**config.mk**
```make
export PLATFORM = sky130hd
export DESIGN_NAME = vec_engine_top
export DESIGN_NICKNAME = d
export VERILOG_FILES = /design/src/hw/vec_pkg.sv /design/src/hw/vec_seq.sv /design/src/hw/vec_regfile.sv /design/src/hw/vec_operand_stage.sv /design/src/hw/vec_elem_fifo.sv /design/src/hw/vec_writeback.sv /design/src/hw/vec_engine_top.sv
export SDC_FILE = /design/constraint.sdc
export NUM_CORES = 2
export LEC_CHECK = 0
export ABC_CLOCK_PERIOD_IN_PS = 27600
export BUFFER_PORTS_ARGS = -buffer_cell sky130_fd_sc_hd__buf_2
export CORE_AREA = 2 2 394 396
export DETAILED_ROUTE_END_ITERATION = 10
export DIE_AREA = 0 0 396 398
export GPL_TIMING_DRIVEN = 1
export PLACE_DENSITY = 0.82
export RECOVER_POWER = 100
export SETUP_SLACK_MARGIN = 0.2
export SYNTH_ARGS = -nofsm -noshare
export SYNTH_HDL_FRONTEND = slang
export SYNTH_HIERARCHICAL = 1
export SYNTH_SLANG_ARGS = --single-unit
```
**constraint.sdc**
```tcl
create_clock -name clk -period 27.6 [get_ports clk]
set_input_delay 5.52 -clock clk [delete_from_list [all_inputs] [get_ports clk]]
set_output_delay 5.52 -clock clk [all_outputs]
set_load 0.1 [all_outputs]
```
**src/hw/vec_pkg.sv**
```systemverilog
`default_nettype none

// shared widths and types for the vector element engine
package vec_pkg;

    // element width in bits
    localparam int data_w = 32;

    // register file address width, which gives 32 elements
    localparam int rf_addr_w = 5;

    // length field width, wide enough to hold 32 itself
    localparam int len_w = 6;

    // opcodes understood by the engine
    typedef enum logic [1:0] {
        op_vle32 = 2'd0,
        op_vse32 = 2'd1,
        op_vmacc = 2'd2
    } vec_op_t;

    // one vector instruction as it arrives on the instruction port
    // the total width is 2 + 5 + 5 + 6 + 32 = 50 bits
    typedef struct packed {
        vec_op_t                op;
        logic [rf_addr_w-1:0]   vs_base;
        logic [rf_addr_w-1:0]   vd_base;
        logic [len_w-1:0]       len;
        logic [data_w-1:0]      scalar;
    } vec_instr_t;

    // sequencer states, idle waits for an instruction and busy walks it
    typedef enum logic {
        st_idle = 1'b0,
        st_busy = 1'b1
    } seq_state_t;

endpackage

`default_nettype wire

```
**src/hw/vec_seq.sv**
```systemverilog
`timescale 1ns/1ps
`default_nettype none

// instruction sequencer with separate read and write element counters
module vec_seq import vec_pkg::*; (
    input  wire logic                 clk,
    input  wire logic                 rst,
    input  wire vec_instr_t           instr,
    input  wire logic                 instr_valid,
    output logic                      instr_ready,
    input  wire logic                 rd_fire,
    input  wire logic                 wr_fire,
    output logic                      busy,
    output logic                      rd_more,
    output logic                      done,
    output vec_instr_t                cmd,
    output logic [rf_addr_w-1:0]      rd_addr_a,
    output logic [rf_addr_w-1:0]      rd_addr_b,
    output logic [rf_addr_w-1:0]      wr_addr
);

    seq_state_t          state_q;
    seq_state_t          state_d;
    vec_instr_t          cmd_q;
    logic [len_w-1:0]    last_idx;
    logic [len_w-1:0]    rd_cnt;
    logic [len_w-1:0]    wr_cnt;
    logic                accept;

    // an instruction is only taken while nothing is in flight
    assign instr_ready = (state_q == st_idle);
    assign accept      = instr_valid && instr_ready;
    assign busy        = (state_q == st_busy);

    // the last write of the instruction ends it for every opcode,
    // since vse32 also counts an output transfer as a write
    assign done = busy && wr_fire && (wr_cnt == last_idx);

    always_comb begin
        state_d = state_q;
        case (state_q)
            st_idle: if (accept) state_d = st_busy;
            st_busy: if (done) state_d = st_idle;
            default: state_d = st_idle;
        endcase
    end

    // the instruction and its last index are captured on acceptance
    always_ff @(posedge clk) begin
        if (rst) begin
            state_q  <= st_idle;
            cmd_q    <= '0;
            last_idx <= '0;
        end else begin
            state_q <= state_d;
            if (accept) begin
                cmd_q    <= instr;
                last_idx <= instr.len - 1'b1;
            end
        end
    end

    // the read counter only moves when the producer takes an element,
    // so it holds its value while the FIFO or the input stream stalls
    always_ff @(posedge clk) begin
        if (rst) begin
            rd_cnt <= '0;
        end else if (accept) begin
            rd_cnt <= '0;
        end else if (rd_fire) begin
            rd_cnt <= rd_cnt + 1'b1;
        end
    end

    // the write counter follows the consumer side in the same way
    always_ff @(posedge clk) begin
        if (rst) begin
            wr_cnt <= '0;
        end else if (accept) begin
            wr_cnt <= '0;
        end else if (wr_fire) begin
            wr_cnt <= wr_cnt + 1'b1;
        end
    end

    // reads are left while the counter has not gone past the last index
    assign rd_more = busy && (rd_cnt <= last_idx);

    assign cmd = cmd_q;

    // addresses wrap modulo 32 because only the low counter bits are added
    assign rd_addr_a = cmd_q.vs_base + rd_cnt[rf_addr_w-1:0];
    assign rd_addr_b = cmd_q.vd_base + rd_cnt[rf_addr_w-1:0];
    assign wr_addr   = cmd_q.vd_base + wr_cnt[rf_addr_w-1:0];

    // a zero length would never reach the last index and hang the engine
    a_len_nonzero: assert property (@(posedge clk) disable iff (rst)
        accept |-> (instr.len != '0));

    // the producer must stop once every element has been fetched
    a_rd_in_range: assert property (@(posedge clk) disable iff (rst)
        rd_fire |-> rd_more);

    // the consumer must not see a stray element between instructions
    a_wr_when_busy: assert property (@(posedge clk) disable iff (rst)
        wr_fire |-> busy);

endmodule

`default_nettype wire

```
**src/hw/vec_regfile.sv**
```systemverilog
`timescale 1ns/1ps
`default_nettype none

// element register file with two read ports and one write port
module vec_regfile import vec_pkg::*; (
    input  wire logic                  clk,
    input  wire logic                  rst,
    input  wire logic [rf_addr_w-1:0]  rd_addr_a,
    input  wire logic [rf_addr_w-1:0]  rd_addr_b,
    input  wire logic [rf_addr_w-1:0]  wr_addr,
    input  wire logic                  we,
    input  wire logic [data_w-1:0]     wr_data,
    output logic [data_w-1:0]          rd_data_a,
    output logic [data_w-1:0]          rd_data_b
);

    localparam int n_elem = 1 << rf_addr_w;

    logic [data_w-1:0] mem [n_elem];

    // every entry starts at zero so the contents are known after reset
    always_ff @(posedge clk) begin
        if (rst) begin
            for (int i = 0; i < n_elem; i++) begin
                mem[i] <= '0;
            end
        end else if (we) begin
            mem[wr_addr] <= wr_data;
        end
    end

    // port a serves the source operand and port b the old destination
    // value for vmacc, both without a cycle of latency
    assign rd_data_a = mem[rd_addr_a];
    assign rd_data_b = mem[rd_addr_b];

endmodule

`default_nettype wire

```
**src/hw/vec_operand_stage.sv**
```systemverilog
`timescale 1ns/1ps
`default_nettype none

// producer stage that fetches operands and computes one element per transfer
module vec_operand_stage import vec_pkg::*; (
    input  wire logic                clk,
    input  wire logic                rst,
    input  wire vec_instr_t          cmd,
    input  wire logic                busy,
    input  wire logic                rd_more,
    input  wire logic [data_w-1:0]   rd_data_a,
    input  wire logic [data_w-1:0]   rd_data_b,
    input  wire logic [data_w-1:0]   in_data,
    input  wire logic                in_valid,
    output logic                     in_ready,
    output logic                     rd_fire,
    output logic                     push_valid,
    output logic [data_w-1:0]        push_data,
    input  wire logic                push_ready
);

    logic                slot_free;
    logic                can_read;
    logic                is_load;
    logic [data_w-1:0]   product;
    logic [data_w-1:0]   elem_next;
    logic [data_w-1:0]   elem_q;

    // the held element may be replaced in the cycle it leaves,
    // which keeps one element per cycle flowing without a bubble
    assign slot_free = !push_valid || push_ready;
    assign can_read  = busy && rd_more && slot_free;
    assign is_load   = (cmd.op == op_vle32);

    // a load also has to wait for a word on the input stream
    assign in_ready = can_read && is_load;
    assign rd_fire  = can_read && (!is_load || in_valid);

    // only the low 32 bits of the product are kept
    assign product = rd_data_a * cmd.scalar;

    always_comb begin
        case (cmd.op)
            op_vle32: elem_next = in_data;
            op_vse32: elem_next = rd_data_a;
            op_vmacc: elem_next = rd_data_b + product;
            default:  elem_next = rd_data_a;
        endcase
    end

    // valid is registered so it never depends on the FIFO's ready
    always_ff @(posedge clk) begin
        if (rst) begin
            push_valid <= 1'b0;
        end else if (rd_fire) begin
            push_valid <= 1'b1;
        end else if (push_ready) begin
            push_valid <= 1'b0;
        end
    end

    // the element itself only changes when a new one is taken
    always_ff @(posedge clk) begin
        if (rd_fire) begin
            elem_q <= elem_next;
        end
    end

    assign push_data = elem_q;

endmodule

`default_nettype wire

```
**src/hw/vec_elem_fifo.sv**
```systemverilog
`timescale 1ns/1ps
`default_nettype none

// circular element buffer between the producer and the consumer
module vec_elem_fifo import vec_pkg::*; #(
    parameter int DEPTH = 4
) (
    input  wire logic                clk,
    input  wire logic                rst,
    input  wire logic [data_w-1:0]   push_data,
    input  wire logic                push_valid,
    output logic                     push_ready,
    output logic                     pop_valid,
    output logic [data_w-1:0]        pop_data,
    input  wire logic                pop_ready
);

    localparam int ptr_w = (DEPTH > 1) ? $clog2(DEPTH) : 1;
    localparam int cnt_w = $clog2(DEPTH + 1);
    localparam logic [cnt_w-1:0] full_cnt = cnt_w'(DEPTH);
    localparam logic [ptr_w-1:0] last_ptr = ptr_w'(DEPTH - 1);

    logic [data_w-1:0]   mem [DEPTH];
    logic [ptr_w-1:0]    wr_ptr;
    logic [ptr_w-1:0]    rd_ptr;
    logic [cnt_w-1:0]    count;
    logic                push_fire;
    logic                pop_fire;

    // a full buffer still takes a push when the head leaves in the same cycle
    assign push_ready = (count != full_cnt) || pop_ready;
    assign push_fire  = push_valid && push_ready;

    // the head comes straight from the stored entry, so valid rises
    // one cycle after a push into an empty buffer
    assign pop_valid = (count != '0);
    assign pop_data  = mem[rd_ptr];
    assign pop_fire  = pop_valid && pop_ready;

    always_ff @(posedge clk) begin
        if (push_fire) begin
            mem[wr_ptr] <= push_data;
        end
    end

    // pointers wrap explicitly so a depth that is not a power of two works
    always_ff @(posedge clk) begin
        if (rst) begin
            wr_ptr <= '0;
            rd_ptr <= '0;
            count  <= '0;
        end else begin
            if (push_fire) begin
                wr_ptr <= (wr_ptr == last_ptr) ? '0 : wr_ptr + 1'b1;
            end
            if (pop_fire) begin
                rd_ptr <= (rd_ptr == last_ptr) ? '0 : rd_ptr + 1'b1;
            end
            if (push_fire && !pop_fire) begin
                count <= count + 1'b1;
            end else if (pop_fire && !push_fire) begin
                count <= count - 1'b1;
            end
        end
    end

    a_count_bound: assert property (@(posedge clk) disable iff (rst)
        count <= full_cnt);

    // the pointers meet whenever the count says empty, so no stale entry
    // can ever be taken as the head
    a_no_pop_empty: assert property (@(posedge clk) disable iff (rst)
        (count == '0) |-> (rd_ptr == wr_ptr));

endmodule

`default_nettype wire

```
**src/hw/vec_writeback.sv**
```systemverilog
`timescale 1ns/1ps
`default_nettype none

// consumer stage that sends each element to the file or to the output stream
module vec_writeback import vec_pkg::*; (
    input  wire vec_instr_t          cmd,
    input  wire logic                pop_valid,
    input  wire logic [data_w-1:0]   pop_data,
    output logic                     pop_ready,
    output logic                     wr_fire,
    output logic                     we,
    output logic [data_w-1:0]        wr_data,
    output logic [data_w-1:0]        out_data,
    output logic                     out_valid,
    input  wire logic                out_ready
);

    logic is_store;

    // vse32 is the only opcode whose result leaves the engine
    assign is_store = (cmd.op == op_vse32);

    // the file can always take a write, so only the output stream
    // pushes back into the FIFO
    assign pop_ready = is_store ? out_ready : 1'b1;

    // out_valid comes from the FIFO alone and never from out_ready
    assign out_valid = is_store && pop_valid;
    assign out_data  = pop_data;

    // vle32 and vmacc write the popped element at the sequencer's
    // write address in the same cycle as the pop
    assign we      = !is_store && pop_valid;
    assign wr_data = pop_data;

    // a completed element is either a file write or an output transfer,
    // which is exactly a pop in both cases
    assign wr_fire = pop_valid && pop_ready;

endmodule

`default_nettype wire

```
**src/hw/vec_engine_top.sv**
```systemverilog
`timescale 1ns/1ps
`default_nettype none

// vector element engine, sequencer plus producer, FIFO and consumer
module vec_engine_top import vec_pkg::*; #(
    parameter int DEPTH = 4
) (
    input  wire logic                clk,
    input  wire logic                rst,
    input  wire vec_instr_t          instr,
    input  wire logic                instr_valid,
    output logic                     instr_ready,
    input  wire logic [data_w-1:0]   in_data,
    input  wire logic                in_valid,
    output logic                     in_ready,
    output logic [data_w-1:0]        out_data,
    output logic                     out_valid,
    input  wire logic                out_ready,
    output logic                     done
);

    vec_instr_t             cmd;
    logic                   busy;
    logic                   rd_more;
    logic                   rd_fire;
    logic                   wr_fire;
    logic [rf_addr_w-1:0]   rd_addr_a;
    logic [rf_addr_w-1:0]   rd_addr_b;
    logic [rf_addr_w-1:0]   wr_addr;
    logic [data_w-1:0]      rd_data_a;
    logic [data_w-1:0]      rd_data_b;
    logic [data_w-1:0]      push_data;
    logic                   push_valid;
    logic                   push_ready;
    logic [data_w-1:0]      pop_data;
    logic                   pop_valid;
    logic                   pop_ready;
    logic                   we;
    logic [data_w-1:0]      wr_data;

    vec_seq vec_seq_inst (
        .clk         (clk),
        .rst         (rst),
        .instr       (instr),
        .instr_valid (instr_valid),
        .instr_ready (instr_ready),
        .rd_fire     (rd_fire),
        .wr_fire     (wr_fire),
        .busy        (busy),
        .rd_more     (rd_more),
        .done        (done),
        .cmd         (cmd),
        .rd_addr_a   (rd_addr_a),
        .rd_addr_b   (rd_addr_b),
        .wr_addr     (wr_addr)
    );

    vec_regfile vec_regfile_inst (
        .clk       (clk),
        .rst       (rst),
        .rd_addr_a (rd_addr_a),
        .rd_addr_b (rd_addr_b),
        .wr_addr   (wr_addr),
        .we        (we),
        .wr_data   (wr_data),
        .rd_data_a (rd_data_a),
        .rd_data_b (rd_data_b)
    );

    vec_operand_stage vec_operand_stage_inst (
        .clk        (clk),
        .rst        (rst),
        .cmd        (cmd),
        .busy       (busy),
        .rd_more    (rd_more),
        .rd_data_a  (rd_data_a),
        .rd_data_b  (rd_data_b),
        .in_data    (in_data),
        .in_valid   (in_valid),
        .in_ready   (in_ready),
        .rd_fire    (rd_fire),
        .push_valid (push_valid),
        .push_data  (push_data),
        .push_ready (push_ready)
    );

    // the buffer depth is the only parameter passed down
    vec_elem_fifo #(
        .DEPTH (DEPTH)
    ) vec_elem_fifo_inst (
        .clk        (clk),
        .rst        (rst),
        .push_data  (push_data),
        .push_valid (push_valid),
        .push_ready (push_ready),
        .pop_valid  (pop_valid),
        .pop_data   (pop_data),
        .pop_ready  (pop_ready)
    );

    vec_writeback vec_writeback_inst (
        .cmd       (cmd),
        .pop_valid (pop_valid),
        .pop_data  (pop_data),
        .pop_ready (pop_ready),
        .wr_fire   (wr_fire),
        .we        (we),
        .wr_data   (wr_data),
        .out_data  (out_data),
        .out_valid (out_valid),
        .out_ready (out_ready)
    );

endmodule

`default_nettype wire

```
==> key figures <==
Status
  • Status: finished, violations left
  • Failing checks: max-capacitance violations, max-slew violations

CTS
  • Post-CTS Setup Bufs: 0
  • Clk sinks: roughly 1300
  • CTS Buf Count: 138
  • Worst-Skew Late Latency: between 0.7 and 0.8 ns
  • Clock Pin Slew Worst Setup and Hold Paths: ~0.060 ns
  • Hold Buf Count CTS: 0
  • CTS resizes: 0
  • Clk root buf: clkbuf_16
  • Max Root-Sink Buffers: 3
  • Clock H-tree levels: 4
  • CTS tree: built

Die
  • IO Count: 123
  • Starting Density: 0.545
  • Die H: 398 um
  • Core Area: 153000 sq um
  • Chip Width: about 400 um
  • Rows: 144
  • Die footprint: 158000 sq um

STA
  • Final Hold Vio Count: 0
  • Setup TNS: 0 ns
  • Worst-Margin Slew: ~5.2 ns
  • Final setup violation count: 0
  • RSZ-0062 raised after global routing: no
  • Period utilization: 0.669
  • Worst slew margin: -2.46
  • Max Clock Skew: 0.0317 ns
  • Peak Freq: 0.0542 GHz
  • Hold Slack: 0.470 ns
  • Tmin final: about 18 ns
  • Max Slew Vio Count: around 2600

Layout
  • Layout cells sized above 1: 0.0606
  • Final layout net count: 7739
  • Design Area, Final: 88300 sq um
  • Seq. cell area: 37000 sq um
  • Multi-input gate area: 41000 sq um
  • Final cell utilization of the core: 0.576
  • Fill cells: 11930
  • Syn-to-layout area delta: 5.62%

Setup path
  • Crit path top cell by count: fa_1
  • Slowest CP cell: clkbuf_1
  • Req. time, crit path: 28.02 ns
  • CP endpoint kind: flop
  • Arr. time, crit path: 18.87 ns
  • CP peak stage delay: 3.76 ns
  • Worst Path Max Fanout: slightly above 70
  • Worst Path Class, Setup: flop to flop
  • CP Buf/Inv Count: 9
  • Startpoint Class: flop
  • Largest delay share family, worst path: buffers and inverters

Drt
  • Drt total wl: 246000 um
  • Starting DRT DRC Count: between 7000 and 8000
  • Vias: 58581
  • Antenna-violating nets left: 0
  • Drt pass-1 iters: 8
  • Drt via density: 6.36
  • Remaining DRCs: 0
  • Drt wl/cell: 26.7 um

Power
  • Pwr dens: 86.0 nW/um^2
  • Maximum vdd drop: roughly 0.17 mV
  • Leakage power: 32.7 nW

Global route
  • Total grt overflow: 0
  • Initial antenna violation count: 5
  • M2 GR Usage: 0.477
  • First-pass GRT wire length: approximately 360000 um
  • Gr busiest metal: met2
  • Number of global-route vias before repair: between 50000 and 60000
  • Largest net degree at the start of global routing: 112
  • GRT Total Usage: 0.307
  • Met3 Resource Use GR: 0.0732
  • Met1 Usage GRT: 0.392

Logic synthesis
  • Yosys warns: 6
  • Mapped cell area: around 84000 sq um
  • Mean post-synth cell area: 11.4 sq um
  • Mapped Nets: 8001
  • Mapped Cells: ~7300

Worst hold path
  • HP Class: flop to flop

Placed design
  • Dpl cell area: 84400 sq um
  • DP HPWL: 151000 um
  • Input/output buffers: about 120
  • GPL Wtd Cong: 0.919

Run
  • Maxcap violations: 84
layout make-up:
class                   count  area share
clock buffers             181      0.0424
inverters                 527      0.0226
repair buffers            240      0.0154
flip-flops and latches   1257       0.419
well taps                2044      0.0290
clock inverters            65     0.00667
multi-input cells        4895       0.465
diodes                      7    0.000198
routing by layer:
metal / vias up / wire, um
met1: 28900 / 86800
li1: 24534 / -
met5: - / 10
met4: 2 / 16800
met2: 4218 / 111000
met3: 927 / 31700
registers in the layout, indices dropped and copies added, names as in the netlist, named ones only:
register and count:
vec_elem_fifo_inst/count 3, vec_elem_fifo_inst/mem 128, vec_elem_fifo_inst/rd_ptr 2, vec_elem_fifo_inst/wr_ptr 2, vec_operand_stage_inst/push_data 32, vec_operand_stage_inst/push_valid 1, vec_regfile_inst/mem 1024, vec_seq_inst/busy 1
vec_seq_inst/cmd 44, vec_seq_inst/last_idx 6, vec_seq_inst/rd_cnt 6, vec_seq_inst/wr_cnt 6
per-stage QoR:
step | setup WS [ns] | std cells | power, mW
2_1_floorplan | 14.42 | 7321 | 4.84
3_3_place_gp | 14.64 | 8963 | 5.62
3_5_place_dp | 14.62 | 8963 | 5.74
4_1_cts | 14.62 | 9209 | 7.53
5_1_grt | 9.18 | 9209 | 7.98
6_report | 9.14 | 9216 | 7.60
power by group:
group	total, mW	switching (mW)	internal (mW)
Clock	1.79	0.781	1.01
Sequential	2.28	0.0721	2.20
Combinational	3.53	2.34	1.19
Total	7.60	3.20	4.40
tightest hold or removal path, stage by stage (launching register included):
cell	delay (ns)
dfxtp_1	0.31
nand2_1	0.05
a21oi_1	0.06
worst paths after layout:
path | cells after the start | to | from | slack, ns
max | 36 | vec_operand_stage_inst/push_data[27]$_DFFE_PP_ | vec_seq_inst/rd_cnt[0]$_SDFFE_PP0P_ | 9.14
min | 2 | vec_seq_inst/cmd[43]$_SDFFE_PP0P_ | vec_seq_inst/cmd[43]$_SDFFE_PP0P_ | 0.47
max reg2reg | 36 | vec_operand_stage_inst/push_data[27]$_DFFE_PP_ | vec_seq_inst/rd_cnt[0]$_SDFFE_PP0P_ | 9.14
min reg2reg | 2 | vec_seq_inst/cmd[43]$_SDFFE_PP0P_ | vec_seq_inst/cmd[43]$_SDFFE_PP0P_ | 0.47
placed cells by master (no fill, tap or decap), drive strengths merged, types with 8 or more instances in the layout:
| cell type | n |
|---|---|
| dfxtp | 73 |
| o21ai | 38 |
| nor2 | 77 |
| buf | 158 |
| nand3 | 209 |
| clkbuf | 263 |
| a211oi | 13 |
| inv | 533 |
| nor3 | 71 |
| a21oi | 272 |
| nor2b | 16 |
| mux2i | 1046 |
| nand2b | 8 |
| and2 | 1348 |
| nand2 | 534 |
| or3 | 9 |
| a22oi | 197 |
| xor2 | 33 |
| fa | 442 |
| a31oi | 70 |
| mux4 | 32 |
| or2 | 37 |
| o31ai | 8 |
| xnor2 | 83 |
| ha | 151 |
| a22o | 128 |
| clkinv | 48 |
| edfxtp | 1184 |
| a21o | 20 |
Note: power is estimated with default switching activity, not from simulation.
